**src/source/lsu_settings.svh**
```systemverilog
// load/store path settings
`ifndef LSU_SETTINGS_SVH
`define LSU_SETTINGS_SVH

// entries in each request/response queue
`define LSU_QUEUE_DEPTH 4

// 64-bit words in the data memory
`define LSU_RAM_WORDS 256

`define LSU_ADDR_BITS 32

`endif

```
**src/source/lsu_pkg.sv**
```systemverilog
// load/store path types
`default_nettype none
`include "lsu_settings.svh"

package lsu_pkg;

  // access width of a load or store
  typedef enum logic [1:0] {
    SIZE_BYTE   = 2'd0,
    SIZE_HALF   = 2'd1,
    SIZE_WORD   = 2'd2,
    SIZE_DOUBLE = 2'd3
  } access_size_t;

  // one word-wide memory request
  typedef struct packed {
    logic                      write;
    logic [`LSU_ADDR_BITS-4:0] word_addr;  // byte address without bits 2:0
    logic [63:0]               data;       // already shifted into its lanes
    logic [7:0]                strb;
  } mem_req_t;

  // raw word read back from memory
  typedef logic [63:0] load_resp_t;

endpackage

`default_nettype wire

```
**src/source/req_fifo.sv**
```systemverilog
// valid/ready FIFO
`timescale 1ns/1ps
`default_nettype none
`include "lsu_settings.svh"

module req_fifo import lsu_pkg::*; #(
  parameter type payload_t = load_resp_t,
  parameter int  DEPTH     = `LSU_QUEUE_DEPTH
) (
  input  logic                   clk,
  input  logic                   reset_i,
  input  logic                   in_valid_i,
  input  payload_t               in_data_i,
  output logic                   in_ready_o,
  output logic                   out_valid_o,
  output payload_t               out_data_o,
  input  logic                   out_ready_i,
  output logic [$clog2(DEPTH):0] count_o
);

  localparam int PTR_BITS = $clog2(DEPTH);

  payload_t            mem_q [DEPTH];  // storage
  logic [PTR_BITS-1:0] wr_ptr_q;
  logic [PTR_BITS-1:0] rd_ptr_q;
  logic [PTR_BITS:0]   count_q;
  logic                push;
  logic                pop;

  assign in_ready_o  = (count_q != DEPTH);  // low when full
  assign out_valid_o = (count_q != 0);
  assign out_data_o  = mem_q[rd_ptr_q];
  assign count_o     = count_q;

  assign push = in_valid_i && in_ready_o;
  assign pop  = out_valid_o && out_ready_i;

  always_ff @(posedge clk) begin
    if (reset_i) begin
      wr_ptr_q <= '0;
      rd_ptr_q <= '0;
      count_q  <= '0;
    end else begin
      if (push) wr_ptr_q <= wr_ptr_q + 1'b1;  // wraps at DEPTH
      if (pop) rd_ptr_q <= rd_ptr_q + 1'b1;
      if (push && !pop) count_q <= count_q + 1'b1;
      else if (pop && !push) count_q <= count_q - 1'b1;
    end
  end

  always_ff @(posedge clk) begin
    if (push) mem_q[wr_ptr_q] <= in_data_i;
  end

  // a push into a full queue would overwrite the held head
  a_no_push_full: assert property (@(posedge clk) disable iff (reset_i)
    (out_valid_o && !out_ready_i) |=> (out_valid_o && $stable(out_data_o)));
  // a pop from an empty queue would leave the pointers apart
  a_no_pop_empty: assert property (@(posedge clk) disable iff (reset_i)
    (count_q == 0) |-> (wr_ptr_q == rd_ptr_q));

endmodule

`default_nettype wire

```
**config.mk**
```make
export PLATFORM = sky130hd
export DESIGN_NAME = req_fifo
export DESIGN_NICKNAME = d
export VERILOG_FILES = /design/src/source/lsu_pkg.sv /design/src/source/req_fifo.sv
export VERILOG_INCLUDE_DIRS = /design/src /design/src/source
export SDC_FILE = /design/constraint.sdc
export NUM_CORES = 1
export LEC_CHECK = 0
export BUFFER_PORTS_ARGS = -buffer_cell sky130_fd_sc_hd__buf_2
export CORE_UTILIZATION = 37
export CTS_CLUSTER_SIZE = 14
export DETAILED_ROUTE_END_ITERATION = 10
export PLACE_DENSITY_LB_ADDON = 0.3
export SLEW_MARGIN = 20
export SYNTH_ARGS = -nofsm -noshare
export SYNTH_HDL_FRONTEND = slang
export SYNTH_SLANG_ARGS = --single-unit
```
**constraint.sdc**
```tcl
create_clock -name clk -period 3.9 [get_ports clk]
set_input_delay 0.585 -clock clk [delete_from_list [all_inputs] [get_ports clk]]
set_output_delay 0.585 -clock clk [all_outputs]
set_load 0.02 [all_outputs]
```
==> results.tsv, run 1 <==
stage	metric	value	unit
outcome	status	finished, final reports clean	
floorplan	die_h	164.5	um
grt	grt_pass1_vias	4847	
route	drtIter0Drc	384	
power	p_leak	3.857	nW
yosys	syn_inst	382	
floorplan	pin_count	137	
place	place.gp.congestion	0.6993	
layout	finalInstanceArea	11560	um^2
floorplan	die_x	164.5	um
layout	drive_above_1_share	43.22	%
floorplan	die-area	27080	um^2
hold_path	hold_class	input port to flip-flop	
layout	final_common_cell	edfxtp_1	
route	remaining_drc_errors	0	
worst_setup_path	path_max_fanout	33	
layout	final_cell_mix	edfxtp_1, buf_2, mux4_2, clkbuf_16, clkbuf_1	
grt	antenna_found_initial	0	
clock_tree	ctsRootBufferMaster	clkbuf_16	
worst_setup_path	endpoint_kind	primary output	
clock_tree	cts_buffers	27	
clock_tree	insertion_delay	510	ps
worst_setup_path	worstPathRequired	3310	ps
route	post_drt_wl_per_cell	19.55	um
timing	hold_violations	0	
timing	fin_ws	873.3	ps
grt	grt_usage	13.04	%
timing	drv_slew	0	
route	vias	4329	
layout	num-nets-final	607	
clock_tree	htree_levels	1	
timing	worstMarginPinSlew	1049	ps
route	via_per_inst	4.875	
layout	n_antenna_cell	0	
clock_tree	cts_hold_buf	0	
timing	fin_hold_ws	282.0	ps
timing	timing.final.crit_share	77.61	%
place	place_hpwl	9697	um
grt	grt_pass1_wl	26460	um
worst_setup_path	slowest_stage	dfxtp_4	
power	power_density	680.0	nW/um^2
timing	fmax	0.3304	GHz
route	dr.pass1.iters	4	
clock_tree	cts_num_sinks	265	
timing	slew_headroom	30.08	%
worst_setup_path	cp_slowest_stage_delay	790	ps
worst_setup_path	rr_worst_depth	8	
clock_tree	cts_tree	built	
job	drv_cap	0	
grt	grt_max_degree	65	
yosys	avgSynthCellArea	25.59	um^2
worst_setup_path	worstSetupStartpointType	flip-flop	
timing	period_minus_slack	3027	ps
worst_setup_path	worstPathCellList	buf_12 -> mux4_2 -> buf_2	
timing	setup_viol	0	
clock_tree	cts_resized	0	
yosys	ys_seq_area_share	80.48	%
floorplan	initial_utilization	37.62	%
yosys	netlist_area	9776	um^2
hold_path	hold_depth	1	
yosys	ys_ff_latch	265	
clock_tree	clk_path_buf_depth	3	
worst_setup_path	path_class	flip-flop to primary output	
route	wl	17360	um
route	antenna_left	0	
grt	globalRouteOverflowTotal	0	
yosys	synthesis.nets	456	
yosys	yosysWarnings	0	
clock_tree	post_cts_buffers	0	
yosys	yosysUniqueCellTypes	25	
place	portBuffers	136	
timing	final.setup.tns	0	ps
timing	finalClockSkew	9.300	ps
floorplan	coreArea	25980	um^2
power	vdd_ir_drop_max	0.4572	mV
clock_tree	clk_pin_slew	60	ps
place	pre_cts_ws	1308	ps
worst_setup_path	crit_family	flip-flops	
timing	rsz0062_at_grt	false	
worst_setup_path	arrival	2440	ps
layout	area_growth	18.26	%
place	dpl_cell_area	10740	um^2
worst_setup_path	cp_num_buf_inv	2	
layout	final_util	44.49	%
worst_setup_path	path_depth	3	
floorplan	rows	59	
==> kinds of logic (layout without fill, tap and decap cells) <==
kind of cell	count (synthesis)	count (layout)	synth area share, %
flops	265	265	80.48
xor+xnor	4	4	0.3583
mux	67	67	15.22
fa+ha+maj	6	6	0.8448
buf+inv	18	189	1.856
compound gates	5	5	0.3839
simple gates	17	17	0.8574
==> worst register-to-register path, cell delays in order (launching register included) <==
cell and delay [ps]:
dfxtp_1 470, nor2_1 120, a21boi_2 390, ha_1 270, inv_1 70, fa_1 370, xor2_1 180, or3_1 300
a21oi_1 150
==> power by group <==
| group | leakage (nW) | switching (mW) | internal (mW) |
|---|---|---|---|
| clock | 0.399 | 0.959 | 1.40 |
| combinational | 1.04 | 1.01 | 0.813 |
| sequential | 2.42 | 0.220 | 3.47 |
==> Yosys cell counts, drive strengths merged <==
cell type  number  area (um^2)
ha              5        62.56
mux2i           2        20.02
o21ai           1        5.000
mux4           64         1456
or3             2        12.51
clkbuf          2        8.750
a21boi          1        11.26
a21oi           1        5.000
o311ai          1        8.760
edfxtp        256         7687
o31ai           1        7.510
mux2            1        11.26
nand2           1        3.750
dfxtp           9        180.2
inv             3        11.26
buf            13        161.4
nor2            8        30.03
nand2b          2        12.51
and2            4        25.02
xor2            4        35.03
fa              1        20.02
==> layer usage <==
metal	global-route usage, %	vias to the layer above	share of wire (%)
met2	22.75	120	51
met4	3.545	0	1.8
met5	0	-	0
li1	-	1934	-
met1	16.35	2247	42
met3	2.838	28	5.5
==> flip-flops by register name (all words and copies together), names as in the netlist, named ones only <==
register / cells
rd_ptr_q: 2
wr_ptr_q: 2
mem_q: 256
count_o: 3
==> worst paths after layout <==
| kind | startpoint | to | slack, ps |
|---|---|---|---|
| worst min register to register | rd_ptr_q[1]$_SDFFE_PP0P_ | rd_ptr_q[1]$_SDFFE_PP0P_ | 530 |
| worst max-delay path | flip-flop | out_data_o[4] | 870 |
| worst max register to register | count_o[0]$_SDFFE_PP0P_ | count_o[2]$_SDFFE_PP0P_ | 1510 |
| worst min-delay path | in_data_i[56] | mem_q[0][56]$_DFFE_PP_ | 280 |
==> through the flow <==
| stage | power, mW | std cells |
|---|---|---|
| floorplan | 5.109 | 382 |
| global placement | 5.592 | 839 |
| detailed placement | 5.636 | 839 |
| CTS | 8.004 | 888 |
| global route | 8.239 | 888 |
| finish | 7.862 | 888 |
==> cell type report <==
type | instances | area [um^2]
multi-input combinational | 99 | 1737
clock inverter | 8 | 60.06
clock buffer | 41 | 758.2
tap | 335 | 419.2
fill | 2235 | 14420
inverter | 3 | 11.26
timing repair buffer | 137 | 700.7
sequential | 265 | 7875
No activity file was read; power rests on OpenSTA's default activity.
==> inputs of run 2 (changes only) <==
==> constraint.sdc (replaced) <==
create_clock -name clk -period 3 [get_ports clk]
set_input_delay 0.45 -clock clk [delete_from_list [all_inputs] [get_ports clk]]
set_output_delay 0.45 -clock clk [all_outputs]
set_load 0.02 [all_outputs]
==> run 2 against run 1 <==
Register-to-register slack lost 950 ps. Clock-buffer cell count shrank 5. Total power increased by 35%. Wire length increased by 0.65%. Critical path depth stayed put. Critical endpoint is now out_data_o[61].
==> results.tsv, run 2 (synthesis results as in run 1) <==
stage	metric	value	unit	change
clock_tree	clk_pin_slew	60	ps	about the same
clock_tree	cts_buffers	27		unchanged
grt	grt_pass1_vias	4618		-4.7%
clock_tree	cts_tree	built		
route	remaining_drc_errors	0		unchanged
place	place.gp.congestion	0.6845		-2.1%
place	pre_cts_ws	609.6	ps	-698.1 ps
power	p_leak	3.980	nW	+3.2%
power	power.total	10.59	mW	+35%
layout	final_cell_mix	edfxtp_1, buf_2, mux4_2, clkbuf_16		
route	vias	4388		+1.4%
grt	grt_max_degree	34		-48%
layout	fillCellCount	2216		-0.85%
route	via_per_inst	4.870		about the same
timing	period_minus_slack	2536	ps	
worst_setup_path	arrival	2090	ps	-350 ps
layout	largest_reg_flops	256		unchanged
worst_setup_path	path_max_fanout	13		-61%
layout	final_common_cell	edfxtp_1		
worst_setup_path	path_class	flip-flop to primary output		
worst_setup_path	worstSetupStartpointType	flip-flop		
worst_setup_path	endpoint	out_data_o[61]		
hold_path	hold_class	input port to flip-flop		
timing	drv_slew	0		unchanged
floorplan	pin_count	137		unchanged
clock_tree	post_cts_buffers	0		unchanged
worst_setup_path	rrSetupSlack	560	ps	-950 ps
timing	slew_headroom	64.52	%	+34 points
clock_tree	insertion_delay	520	ps	about the same
worst_setup_path	worstPathRequired	2550	ps	-760 ps
floorplan	initial_utilization	37.62	%	unchanged
clock_tree	clk_path_buf_depth	3		unchanged
place	place_hpwl	10610	um	+9.4%
route	post_drt_wl_per_cell	19.39	um	-0.81%
layout	regMostFlops	mem_q		
layout	regArea	7875	um^2	unchanged
timing	timing.final.crit_share	84.53	%	
timing	setup_viol	0		unchanged
place	portBuffers	136		unchanged
worst_setup_path	rr_worst_depth	8		unchanged
timing	worstMarginPinSlew	532.1	ps	-516.6 ps
timing	fmax	0.3944	GHz	
timing	fin_hold_ws	141.0	ps	-141.0 ps
clock_tree	ctsRootBufferMaster	clkbuf_16		
layout	multi_input_area	1737	um^2	unchanged
layout	drive_above_1_share	45.92	%	+2.7 points
route	dr.pass1.iters	4		unchanged
grt	globalRouteOverflowTotal	0		unchanged
worst_setup_path	r2r-start	count_o[0]$_SDFFE_PP0P_		
power	power_density	897.6	nW/um^2	+32%
outcome	status	finished, final reports clean		
grt	grt_usage	13.01	%	-0.029 points
worst_setup_path	r2r-end	count_o[2]$_SDFFE_PP0P_		
layout	area_growth	20.75	%	
clock_tree	htree_levels	1		unchanged
floorplan	die_h	164.5	um	unchanged
grt	antenna_found_initial	3		+3
route	drtIter0Drc	179		-53%
clock_tree	cts_num_sinks	265		unchanged
clock_tree	cts_resized	0		unchanged
timing	finalClockSkew	8.386	ps	-0.9142 ps
job	drv_cap	0		unchanged
route	wl	17470	um	+0.65%
timing	hold_violations	0		unchanged
floorplan	rows	59		unchanged
floorplan	die_x	164.5	um	unchanged
route	antenna_left	0		unchanged
timing	rsz0062_at_grt	false		
power	vdd_ir_drop_max	0.4420	mV	-3.3%
layout	num-nets-final	617		+1.6%
worst_setup_path	endpoint_kind	primary output		
timing	fin_ws	464.2	ps	-409.2 ps
timing	final.setup.tns	0	ps	unchanged
floorplan	die-area	27080	um^2	unchanged
clock_tree	cts_hold_buf	0		unchanged
grt	grt_pass1_wl	26410	um	-0.21%
floorplan	coreArea	25980	um^2	unchanged
## run 2: changes by cell type in the layout (fill, tap and decap cells not counted), sizes merged
cell,change
bufinv,+1
diode,+2
clkinv,+3
inv,+1
clkbuf,-5
buf,+10
clkinvlp,+1
## run 2: layer usage
layer	share of wire (%)	GRT usage, %	wire (um)	vias up
met4	1.6	3.336	275	0
li1	-	-	-	1955
met1	42	17.06	7325	2291
met2	49	21.28	8635	115
met5	0	0	0	-
met3	7.1	3.717	1234	27
## run 2: per-stage QoR
stage	utilization [%]	cells	instance area [um^2]
3_5_place_dp	41.92	849	10890
4_1_cts	45.41	899	11800
3_3_place_gp	41.92	849	10890
6_report	45.43	901	11800
2_1_floorplan	-	382	9776
5_1_grt	45.41	899	11800
## run 2: worst max-delay path: stages (launching register included)
cell	delay [ps]
dfxtp_4	450
buf_4	310
mux4_1	620
buf_2	180
## run 2: power by group
part           internal, mW  switching, mW  total, mW  leakage (nW)
clock network          2.00           1.33       3.33         0.451
registers              4.50          0.163       4.66          2.42
logic                  1.13           1.47       2.61          1.11
total                  7.63           2.96       10.6          3.98
## run 2: layout make-up
cell class	count	share of cell area (%)
Sequential cell	265	66.72
Multi-Input combinational cell	99	14.71
Timing Repair Buffer	147	7.208
Clock buffer	36	6.625
Tap cell	335	3.551
Clock inverter	14	1.049
Inverter	3	0.09540
Antenna cell	2	0.04240
## run 2: worst min path at each step
stage / to / cells after the start / start / slack [ps]
5_1_grt: mem_q[1][40]$_DFFE_PP_ / 1 / in_data_i[40] / 110
6_report: mem_q[1][53]$_DFFE_PP_ / 1 / in_data_i[53] / 140
3_3_place_gp: wr_ptr_q[1]$_SDFFE_PP0P_ / 2 / wr_ptr_q[1]$_SDFFE_PP0P_ / 500
2_1_floorplan: wr_ptr_q[1]$_SDFFE_PP0P_ / 2 / wr_ptr_q[1]$_SDFFE_PP0P_ / 480
4_1_cts: mem_q[2][3]$_DFFE_PP_ / 1 / in_data_i[3] / 120
3_5_place_dp: flip-flop / 2 / rd_ptr_q[1]$_SDFFE_PP0P_ / 520
