### src/source/lsu_settings.svh
// load/store path settings
`ifndef LSU_SETTINGS_SVH
`define LSU_SETTINGS_SVH

// entries in each request/response queue
`define LSU_QUEUE_DEPTH 4

// 64-bit words in the data memory
`define LSU_RAM_WORDS 256

`define LSU_ADDR_BITS 32

`endif

### src/source/lsu_pkg.sv
// load/store path types
`default_nettype none
`include "lsu_settings.svh"

package lsu_pkg;

  // access width of a load or store
  typedef enum logic [1:0] {
    SIZE_BYTE   = 2'd0,
    SIZE_HALF   = 2'd1,
    SIZE_WORD   = 2'd2,
    SIZE_DOUBLE = 2'd3
  } access_size_t;

  // one word-wide memory request
  typedef struct packed {
    logic                      write;
    logic [`LSU_ADDR_BITS-4:0] word_addr;  // byte address without bits 2:0
    logic [63:0]               data;       // already shifted into its lanes
    logic [7:0]                strb;
  } mem_req_t;

  // raw word read back from memory
  typedef logic [63:0] load_resp_t;

endpackage

`default_nettype wire

### src/source/load_store_unit.sv
// load/store unit
`timescale 1ns/1ps
`default_nettype none
`include "lsu_settings.svh"

module load_store_unit import lsu_pkg::*; (
  input  logic                      clk,
  input  logic                      reset_i,
  input  logic                      load_i,
  input  logic                      store_i,
  input  logic                      sext_i,
  input  logic [`LSU_ADDR_BITS-1:0] addr_i,
  input  logic [63:0]               wdata_i,
  input  access_size_t              size_i,
  input  logic                      req_ready_i,
  output logic                      req_valid_o,
  output mem_req_t                  req_data_o,
  input  logic                      resp_valid_i,
  output logic                      resp_ready_o,
  input  load_resp_t                resp_data_i,
  input  logic                      req_slots_low_i,
  output logic [63:0]               rdata_o,
  output logic                      done_o,
  output logic                      busy_o
);

  logic         req_valid_q;
  mem_req_t     req_data_q;
  logic         load_pend_q;  // load issued, result not back yet
  logic         resp_got_q;
  load_resp_t   resp_word_q;
  logic [2:0]   offset_q;
  access_size_t size_q;
  logic         sext_q;
  logic         done_q;
  logic [63:0]  rdata_q;

  logic [2:0]   offset;
  logic [7:0]   size_mask;
  logic         misaligned;
  logic [63:0]  shifted;
  logic [63:0]  extended;

  assign offset = addr_i[2:0];

  // byte lanes covered by the access, and alignment check
  always_comb begin
    case (size_i)
      SIZE_BYTE: begin
        size_mask  = 8'h01;
        misaligned = 1'b0;
      end
      SIZE_HALF: begin
        size_mask  = 8'h03;
        misaligned = offset[0];
      end
      SIZE_WORD: begin
        size_mask  = 8'h0f;
        misaligned = |offset[1:0];
      end
      default: begin
        size_mask  = 8'hff;
        misaligned = |offset;
      end
    endcase
  end

  always_ff @(posedge clk) begin
    if (reset_i) begin
      req_valid_q <= 1'b0;
      load_pend_q <= 1'b0;
      resp_got_q  <= 1'b0;
      done_q      <= 1'b0;
    end else begin
      done_q <= 1'b0;
      if (req_valid_q && req_ready_i) begin
        req_valid_q <= 1'b0;
        done_q      <= req_data_q.write;  // posted store ends once queued
      end
      if (load_i || store_i) req_valid_q <= 1'b1;
      if (load_i) load_pend_q <= 1'b1;
      if (resp_valid_i && resp_ready_o) resp_got_q <= 1'b1;
      if (resp_got_q) begin
        resp_got_q  <= 1'b0;
        load_pend_q <= 1'b0;
        done_q      <= 1'b1;
      end
    end
  end

  always_ff @(posedge clk) begin
    if (load_i || store_i) begin
      req_data_q.write     <= store_i;
      req_data_q.word_addr <= addr_i[`LSU_ADDR_BITS-1:3];
      req_data_q.data      <= wdata_i << {offset, 3'b000};
      req_data_q.strb      <= size_mask << offset;
      offset_q             <= offset;
      size_q               <= size_i;
      sext_q               <= sext_i;
    end
    if (resp_valid_i && resp_ready_o) resp_word_q <= resp_data_i;
    if (resp_got_q) rdata_q <= extended;  // held until the next load
  end

  // move the accessed lanes down, then extend from the access width
  assign shifted = resp_word_q >> {offset_q, 3'b000};

  always_comb begin
    case (size_q)
      SIZE_BYTE: extended = {{56{sext_q & shifted[7]}}, shifted[7:0]};
      SIZE_HALF: extended = {{48{sext_q & shifted[15]}}, shifted[15:0]};
      SIZE_WORD: extended = {{32{sext_q & shifted[31]}}, shifted[31:0]};
      default:   extended = shifted;
    endcase
  end

  assign req_valid_o  = req_valid_q;
  assign req_data_o   = req_data_q;
  assign resp_ready_o = load_pend_q && !resp_got_q;
  assign rdata_o      = rdata_q;
  assign done_o       = done_q;
  assign busy_o       = load_pend_q || req_slots_low_i;  // keeps stores off a full queue

  a_cmd_not_busy: assert property (@(posedge clk) disable iff (reset_i)
    (load_i || store_i) |-> !busy_o);
  a_one_cmd: assert property (@(posedge clk) disable iff (reset_i)
    !(load_i && store_i));
  a_aligned: assert property (@(posedge clk) disable iff (reset_i)
    (load_i || store_i) |-> !misaligned);

endmodule

`default_nettype wire

### config.mk
export PLATFORM = sky130hd
export DESIGN_NAME = load_store_unit
export DESIGN_NICKNAME = d
export VERILOG_FILES = /design/src/source/lsu_pkg.sv /design/src/source/load_store_unit.sv
export VERILOG_INCLUDE_DIRS = /design/src /design/src/source
export SDC_FILE = /design/constraint.sdc
export NUM_CORES = 1
export LEC_CHECK = 0
export BUFFER_PORTS_ARGS = -buffer_cell sky130_fd_sc_hd__buf_2
export CAP_MARGIN = 20
export CORE_MARGIN = 3
export CORE_UTILIZATION = 54
export CTS_BUF_LIST = sky130_fd_sc_hd__clkbuf_8
export CTS_CLUSTER_SIZE = 25
export DETAILED_ROUTE_END_ITERATION = 10
export HOLD_SLACK_MARGIN = 0.06
export PLACE_DENSITY = 0.82
export SLEW_MARGIN = 20
export SYNTH_ARGS = -nofsm -noshare
export SYNTH_HDL_FRONTEND = slang
export SYNTH_SLANG_ARGS = --single-unit
### constraint.sdc
create_clock -name clk -period 4.38 [get_ports clk]
set_input_delay 0.438 -clock clk [delete_from_list [all_inputs] [get_ports clk]]
set_output_delay 0.438 -clock clk [all_outputs]
set_load 0.005 [all_outputs]
==> summary.txt, run 1 <==
Hold path
  • Beginning of the worst hold path: resp_data_i[26]
  • Hold Crit Class: in -> reg

Cells and area
  • Storage element area: approximately 7200 um^2
  • Layout Nets: 1,325
  • Layout overhead on the synthesized area: 23.35%
  • Share of cells above drive strength 1: 0.4167
  • Fin cells: ~1.5k
  • Fill cells: 1,480
  • Multi-input gate area: between 3000 and 4000 um^2

Die
  • Die ar.: roughly 23,000 um^2
  • Die Wd: 151.5 um
  • Core ar.: around 20,000 um^2
  • Die Ht: between 150 and 200 um
  • Num rows: 52
  • Starting Density: 0.5576
  • Io pins: 340

Timing
  • Actual slew at the worst max-slew pin: around 1000 ps
  • Fin Hold WS: about 86 ps
  • Final Hold Viols: 0
  • Sum Neg Setup Slack: 0 ps
  • Worst Clk Skew: around 25 ps
  • Final period util: 0.6839
  • RSZ-0062 raised after global routing: false
  • Max Freq: ~330 MHz
  • Fin. max-slew vios: 0
  • Slew margin rel.: 0.3323
  • Fin crit period: about 3000 ps
  • Final count of negative-setup-slack endpoints: 0

Clock network
  • Total CTS buffers: 40
  • Clock slew at reported path FFs: approximately 60 ps
  • Sink Count: 240
  • Clock root buffer master: clkbuf_8
  • TritonCTS clock tree: built
  • Clock Latency Late Sink: around 530 ps
  • Longest Clk Path Bufs: 3
  • Post-CTS Resized: 0
  • H-tree Lvls: 2

Route
  • Metal3 WL: 2948 um
  • Met1 Wirelength: ~12,000 um
  • Vias per cell: 5.850
  • Vias: 8,506
  • Detail Route Antenna Nets: 0
  • First-pass detailed-route iteration total: 5
  • Iter 0 DRT Violations: approximately 800
  • Detailed Route WL: about 31,000 um
  • Highest routed layer: met4
  • DR WL met2: 14,810 um
  • DRC errors left: 0
  • Wire per inst: roughly 21 um

Critical path
  • Crit path max fanout: 60
  • Critical path launch point: offset_q[0]
  • Critical path buffers and inverters: 1
  • Worst Path Arrival: 3210 ps
  • CP endpoint kind: flip-flop
  • Crit Path Category: reg -> reg
  • Critical path's top delay family: compound AO/OA/AOI/OAI gates
  • Critical Path RT: 4600 ps
  • CP max stage cell: o21ai_4
  • Slowest stage delay, CP: between 800 and 900 ps
  • Critical R2R Launch: offset_q[0]
  • CP Cell Sequence: buf_4 -> nand2b_1 -> a21oi_1 -> o21ai_4 -> nand4_1
  • Startpoint Class: flip-flop

Logic synthesis
  • Synth area leader: edfxtp_1
  • Distinct cells, synth: 38
  • Register area share after synthesis: 0.6271
  • Synth warnings: 0
  • Compound-gate portion of the synthesized area: 0.07160
  • Syn_area_per_cell: between 10 and 15 um^2
  • Top cell type's share of synthesized area: 0.6201
  • Top_reg_cell synth: edfxtp_1
  • Synth Area in Simple Gates: 0.09897
  • Main combinational cell family by area after synthesis: multiplexers
  • Synthesized net count: slightly below 1k
  • Most numerous cell in the Yosys netlist: edfxtp_1
  • Synth async-reset ratio: 0
  • Synth cell count leaders: edfxtp_1, mux2i_1, nand2_1
  • Post-synthesis instance area: ~11,000 um^2
  • Multiplexer share of the synthesized area: 0.1724
  • Post-synth EDFFs: 236
  • #FFs+latches synth: 240
  • Mapped Cells: roughly 820
  • Post-Synth XOR/XNOR Area: 0
  • Area contributors post-synth: edfxtp_1, mux2i_1, mux4_2
  • Area share of fa/ha/maj cells after synthesis: 0

Pwr
  • VDD IR max: approximately 360 uV
  • Pwr dens: 381.4 nW/um^2
  • Leak Pwr: 5.880 nW

Place
  • Post-Place Cells: ~1.4k
  • Final GP Congestion: 0.9418
  • IO buf count: 339
  • DP HPWL: approximately 21,000 um

Global routing
  • Vias in the first global route: 8,226
  • Initial antenna violation count: 0
  • Total GRT Usage: 0.2550
  • Largest net degree at the start of global routing: 87
  • Total congestion overflow: 0
  • First-pass GRT wire length: 44,630 um

Status
  • Status: complete, no violations

Job
  • MaxCap Viol Count: 0
[where the power goes]
part	total (W)	switching (W)	internal (W)
logic	0.000819	0.000444	0.000375
registers	0.00279	0.0000655	0.00273
clock network	0.00176	0.000863	0.000901
[state kept, by name, summed over array words and instances, names as in the netlist]
signal	cells
req_valid_o	1
req_data_o	102
rdata_o	64
offset_q	3
size_q	2
load_pend_q	1
done_o	1
resp_got_q	1
resp_word_q	64
sext_q	1
[worst paths after layout]
path         slack [ps]  cells past startpoint               to
max                1380                      5      rdata_o[43]
min                  90                      1  resp_word_q[26]
max reg2reg        1380                      5      rdata_o[43]
min reg2reg         530                      2      load_pend_q
[layer usage]
layer,track usage,up-vias
li1,-,3852
met1,0.3422,4143
met2,0.3996,437
met3,0.07168,74
met4,0.09610,0
met5,0,-
[worst register-to-register path: cells and delay by family (launching register included)]
kind	cells	cell delay (ps)
AND/OR/NAND/NOR	2	480
AO/OA/AOI/OAI	2	940
buffers and inverters	1	730
flip-flops	1	560
[cell usage in the layout, fill, tap and decap left out, types with 2 or more instances in the layout]
cell	instances
dlygate4sd3_1	10
a211o_1	7
nand3_1	17
nor3_1	2
nand4_1	23
edfxtp_1	236
o21ai_0	44
a21oi_1	25
clkbuf_8	43
a211oi_1	3
o2bb2ai_1	15
dfxtp_1	3
a32oi_1	7
mux4_2	29
clkinv_2	6
nand4_2	10
mux2i_1	84
nand2b_1	4
inv_1	15
or2_2	3
buf_12	2
nor2_1	46
and2_1	9
mux2_2	41
a22oi_1	8
buf_2	338
clkinv_1	9
buf_4	12
nor2b_1	24
o22ai_1	16
nand2_1	77
[through the flow]
stage	worst slack [ps]	instance area [um^2]	total power [W]	util
3_5_place_dp	1312	13280	0.003639	0.6480
3_3_place_gp	1427	13280	0.003612	0.6480
2_1_floorplan	972.6	11430	0.003296	-
5_1_grt	1109	14090	0.005608	0.6877
6_report	1385	14100	0.005377	0.6879
4_1_cts	1308	14050	0.005402	0.6856
[layout make-up]
class	instances	share of cell area
well taps	270	0.02396
inverters	3	0.0007988
diodes	1	0.0001775
repair buffers	363	0.1371
clock inverters	27	0.007722
flip-flops and latches	240	0.5085
multi-input cells	507	0.2798
clock buffers	43	0.04198
[cell families after synthesis]
kind of cell | after synthesis
AOI/OAI and AO/OA | 130
and+or+nand+nor | 222
DFF | 240
muxes | 155
buffers and inverters | 75
[repair_timing]
item,4_1_cts,5_1_grt
hold buffers,7,3
endpoints found under the hold margin,7,3
buffers inserted,0,0
Note: power is estimated with default switching activity, not from simulation.
==> run 2, diff against run 1 <==
--- a/config.mk
+++ b/config.mk
@@ -9,12 +9,12 @@
 export BUFFER_PORTS_ARGS = -buffer_cell sky130_fd_sc_hd__buf_2
 export CAP_MARGIN = 20
 export CORE_MARGIN = 3
-export CORE_UTILIZATION = 54
+export CORE_UTILIZATION = 49
 export CTS_BUF_LIST = sky130_fd_sc_hd__clkbuf_8
 export CTS_CLUSTER_SIZE = 25
 export DETAILED_ROUTE_END_ITERATION = 10
 export HOLD_SLACK_MARGIN = 0.06
-export PLACE_DENSITY = 0.82
+export PLACE_DENSITY = 0.78
 export SLEW_MARGIN = 20
 export SYNTH_ARGS = -nofsm -noshare
 export SYNTH_HDL_FRONTEND = slang
==> constraint.sdc (replaced) <==
create_clock -name clk -period 2.7 [get_ports clk]
set_input_delay 0.27 -clock clk [delete_from_list [all_inputs] [get_ports clk]]
set_output_delay 0.27 -clock clk [all_outputs]
set_load 0.005 [all_outputs]
==> run 2 against run 1 <==
  * Total power rose by 72%
  * Clock skew fell by 15 ps
  * Die area rose by 9.8%
  * Register-to-register slack got worse by 980 ps
  * Sequential cell count did not move
  * Maximum frequency rose by 30%
  * Via count rose by 5.4%
  * Count of clock-buffer cells in the layout rose by 6
  * Final cell count rose by 10%
  * Clock power rose by 84%
  * Sequential share of layout area fell by 4.1 points
  * Critical path type unchanged
  * Critical endpoint is now rdata_o[9]
==> summary.txt, run 2 (same netlist as run 1, synthesis figures left out) <==
Global routing
  • M3 GR Usage: 0.06653 (was 0.07168)
  • Vias in the first global route: 9,066 (was 8,226)
  • Initial antenna violation count: 1 (was 0)
  • Met2 Use GR: 0.4094 (was 0.3996)
  • Largest net degree at the start of global routing: 67 (was 87)
  • GR peak layer: met2 (unchanged)
  • Total congestion overflow: 0 (unchanged)
  • M1 GR Usage: 0.3238 (was 0.3422)
  • First-pass GRT wire length: 50,140 um (was 44,630 um)
  • Total GRT Usage: 0.2508 (was 0.2550)

Pwr
  • VDD IR max: 367.4 uV (was 364.9 uV)
  • Clock Power Share: 0.351 (was 0.328)
  • Leak Pwr: 6.400 nW (was 5.880 nW)
  • Pwr dens: 602.5 nW/um^2 (was 381.4 nW/um^2)
  • Cell-internal power: 0.006900 W (was 0.004003 W)
  • Switching portion of total power: 0.2539 (was 0.2554)
  • NetSw: 0.002348 W (was 0.001373 W)
  • Flop pwr share: 0.491 (was 0.519)
  • Combinational group share of total power: 0.158 (was 0.152)

Timing
  • Max Freq: 435.2 MHz (was 333.8 MHz)
  • Final count of negative-setup-slack endpoints: 0 (unchanged)
  • Final period util: 0.8510 (was 0.6839)
  • Worst Clk Skew: 9.883 ps (was 25.25 ps)
  • Actual slew at the worst max-slew pin: 937.0 ps (was 1002 ps)
  • Fin. max-slew vios: 0 (unchanged)
  • Slew margin rel.: 0.3753 (was 0.3323)
  • Fin crit period: 2298 ps (was 2995 ps)
  • Sum Neg Setup Slack: 0 ps (unchanged)
  • RSZ-0062 raised after global routing: false (unchanged)
  • Final Hold Viols: 0 (unchanged)

Clock network
  • TritonCTS clock tree: built (unchanged)
  • Clock Latency Late Sink: 540 ps (was 530 ps)
  • Total CTS buffers: 42 (was 40)
  • Clock slew at reported path FFs: 60 ps (about the same)
  • Sink Count: 240 (unchanged)
  • Clock root buffer master: clkbuf_8 (unchanged)
  • Longest Clk Path Bufs: 3 (unchanged)
  • H-tree Lvls: 2 (unchanged)

Route
  • First-pass detailed-route iteration total: 5 (unchanged)
  • Iter 0 DRT Violations: 835 (was 798)
  • Detail Route Antenna Nets: 0 (unchanged)
  • Vias: 8,965 (was 8,506)
  • Detailed Route WL: 32,690 um (was 30,590 um)
  • DRC errors left: 0 (unchanged)
  • Vias per cell: 5.589 (was 5.850)
  • Wire per inst: 20.38 um (was 21.04 um)

Cells and area
  • Design Area, Final: 15,350 um^2 (was 14,100 um^2)
  • Share of cells above drive strength 1: 0.3977 (was 0.4167)
  • Commonest non-fill, non-tap cell in the layout: buf_2 (unchanged)
  • Commonest cells after routing, fill and taps aside: buf_2, edfxtp_1, dlygate4sd3_1 (was buf_2, edfxtp_1, mux2i_1)
  • Layout Nets: 1,430 (was 1,325)
  • Largest register FFs: 102 (unchanged)
  • Layout overhead on the synthesized area: 34.30% (was 23.35%)

Job
  • MaxCap Viol Count: 0 (unchanged)

Die
  • Num rows: 55 (was 52)
  • Starting Density: 0.5017 (was 0.5576)
  • Die Ht: 158.7 um (was 151.5 um)
  • Die Wd: 158.7 um (was 151.5 um)
  • Core ar.: 22,780 um^2 (was 20,490 um^2)
  • Die ar.: 25,190 um^2 (was 22,940 um^2)
  • Io pins: 340 (unchanged)

Place
  • Final GP Congestion: 0.8910 (was 0.9418)
  • IO buf count: 339 (unchanged)
  • Dpl cell area: 13,510 um^2 (was 13,280 um^2)
  • DP HPWL: 21,680 um (was 21,420 um)

Critical path
  • Crit Path Category: reg -> reg (unchanged)
  • Crit path max fanout: 56 (was 60)
  • CP endpoint kind: flip-flop (unchanged)
  • Worst Path Arrival: 2560 ps (was 3210 ps)
  • Startpoint Class: flip-flop (unchanged)
  • Critical Path RT: 2970 ps (was 4600 ps)

Status
  • Status: complete, no violations (unchanged)

Hold path
  • Hold Crit Class: in -> reg (unchanged)
[run 2: cell count changes in the layout (fill, tap and decap cells not counted), moves of 2 or more]
cell / previous run / this run
clkbuf_8: 43 / 49
buf_4: 12 / 17
inv_1: 15 / 12
dlygate4sd3_1: 10 / 102
inv_6: 0 / 2
clkinv_1: 9 / 6
buf_12: 2 / 9
[run 2: final cells by class]
cell class / instances / area, um^2
inverter: 3 / 11.26
sequential: 240 / 7168
clock buffer: 49 / 674.4
multi-input combinational: 507 / 3941
clock inverter: 25 / 138.9
antenna: 1 / 2.502
timing repair buffer: 466 / 3020
tap: 313 / 391.6
fill: 1670 / 7430
[run 2: per-stage QoR]
stage | util | std cells | hold slack [ps] | total power (W) | setup slack, ps
2_1_floorplan | - | 822 | 334.2 | 0.005344 | 455.0
3_3_place_gp | 0.5932 | 1427 | 446.0 | 0.005891 | 486.2
3_5_place_dp | 0.5932 | 1427 | 448.1 | 0.005932 | 405.6
4_1_cts | 0.6737 | 1603 | 61.18 | 0.009285 | 390.6
5_1_grt | 0.6738 | 1604 | 77.54 | 0.009615 | 313.7
6_report | 0.6738 | 1604 | 94.12 | 0.009248 | 402.3
[run 2: critical path, stage by stage, from the launching register on]
cell and delay, ps:
edfxtp_1 560, mux2_2 420, mux4_2 500, nand3_2 120, buf_12 240, o21ai_0 160
[run 2: power groups by stage]
stage | Clock (W) | Sequential, W | Combinational, W
2_1_floorplan | 0 | 0.00461 | 0.000732
3_3_place_gp | 0 | 0.00461 | 0.00128
3_5_place_dp | 0 | 0.00461 | 0.00132
4_1_cts | 0.00330 | 0.00454 | 0.00145
5_1_grt | 0.00347 | 0.00456 | 0.00158
6_report | 0.00324 | 0.00454 | 0.00146
[run 2: path summary, 6_finish.rpt]
check	startpoint	end	slack, ps	depth (start not counted)
worst max register to register	offset_q[0]	rdata_o[9]	400	5
worst min-delay path	wdata_i[3]	req_data_o[11]	90	2
worst max-delay path	offset_q[0]	rdata_o[9]	400	5
worst min register to register	load_pend_q	load_pend_q	530	2
[run 2: routing by layer]
layer | wire (um) | part of all wire
met5 | 0 | 0
met4 | 1118 | 0.034
met3 | 2869 | 0.088
met2 | 15970 | 0.49
met1 | 12730 | 0.39
[run 2: what timing repair did]
| action | CTS | global route |
|---|---|---|
| hold buffers | 102 | 0 |
| resized for setup | 0 | 0 |
| buffers inserted | 0 | 0 |
| hold endpoints to repair | 103 | 0 |
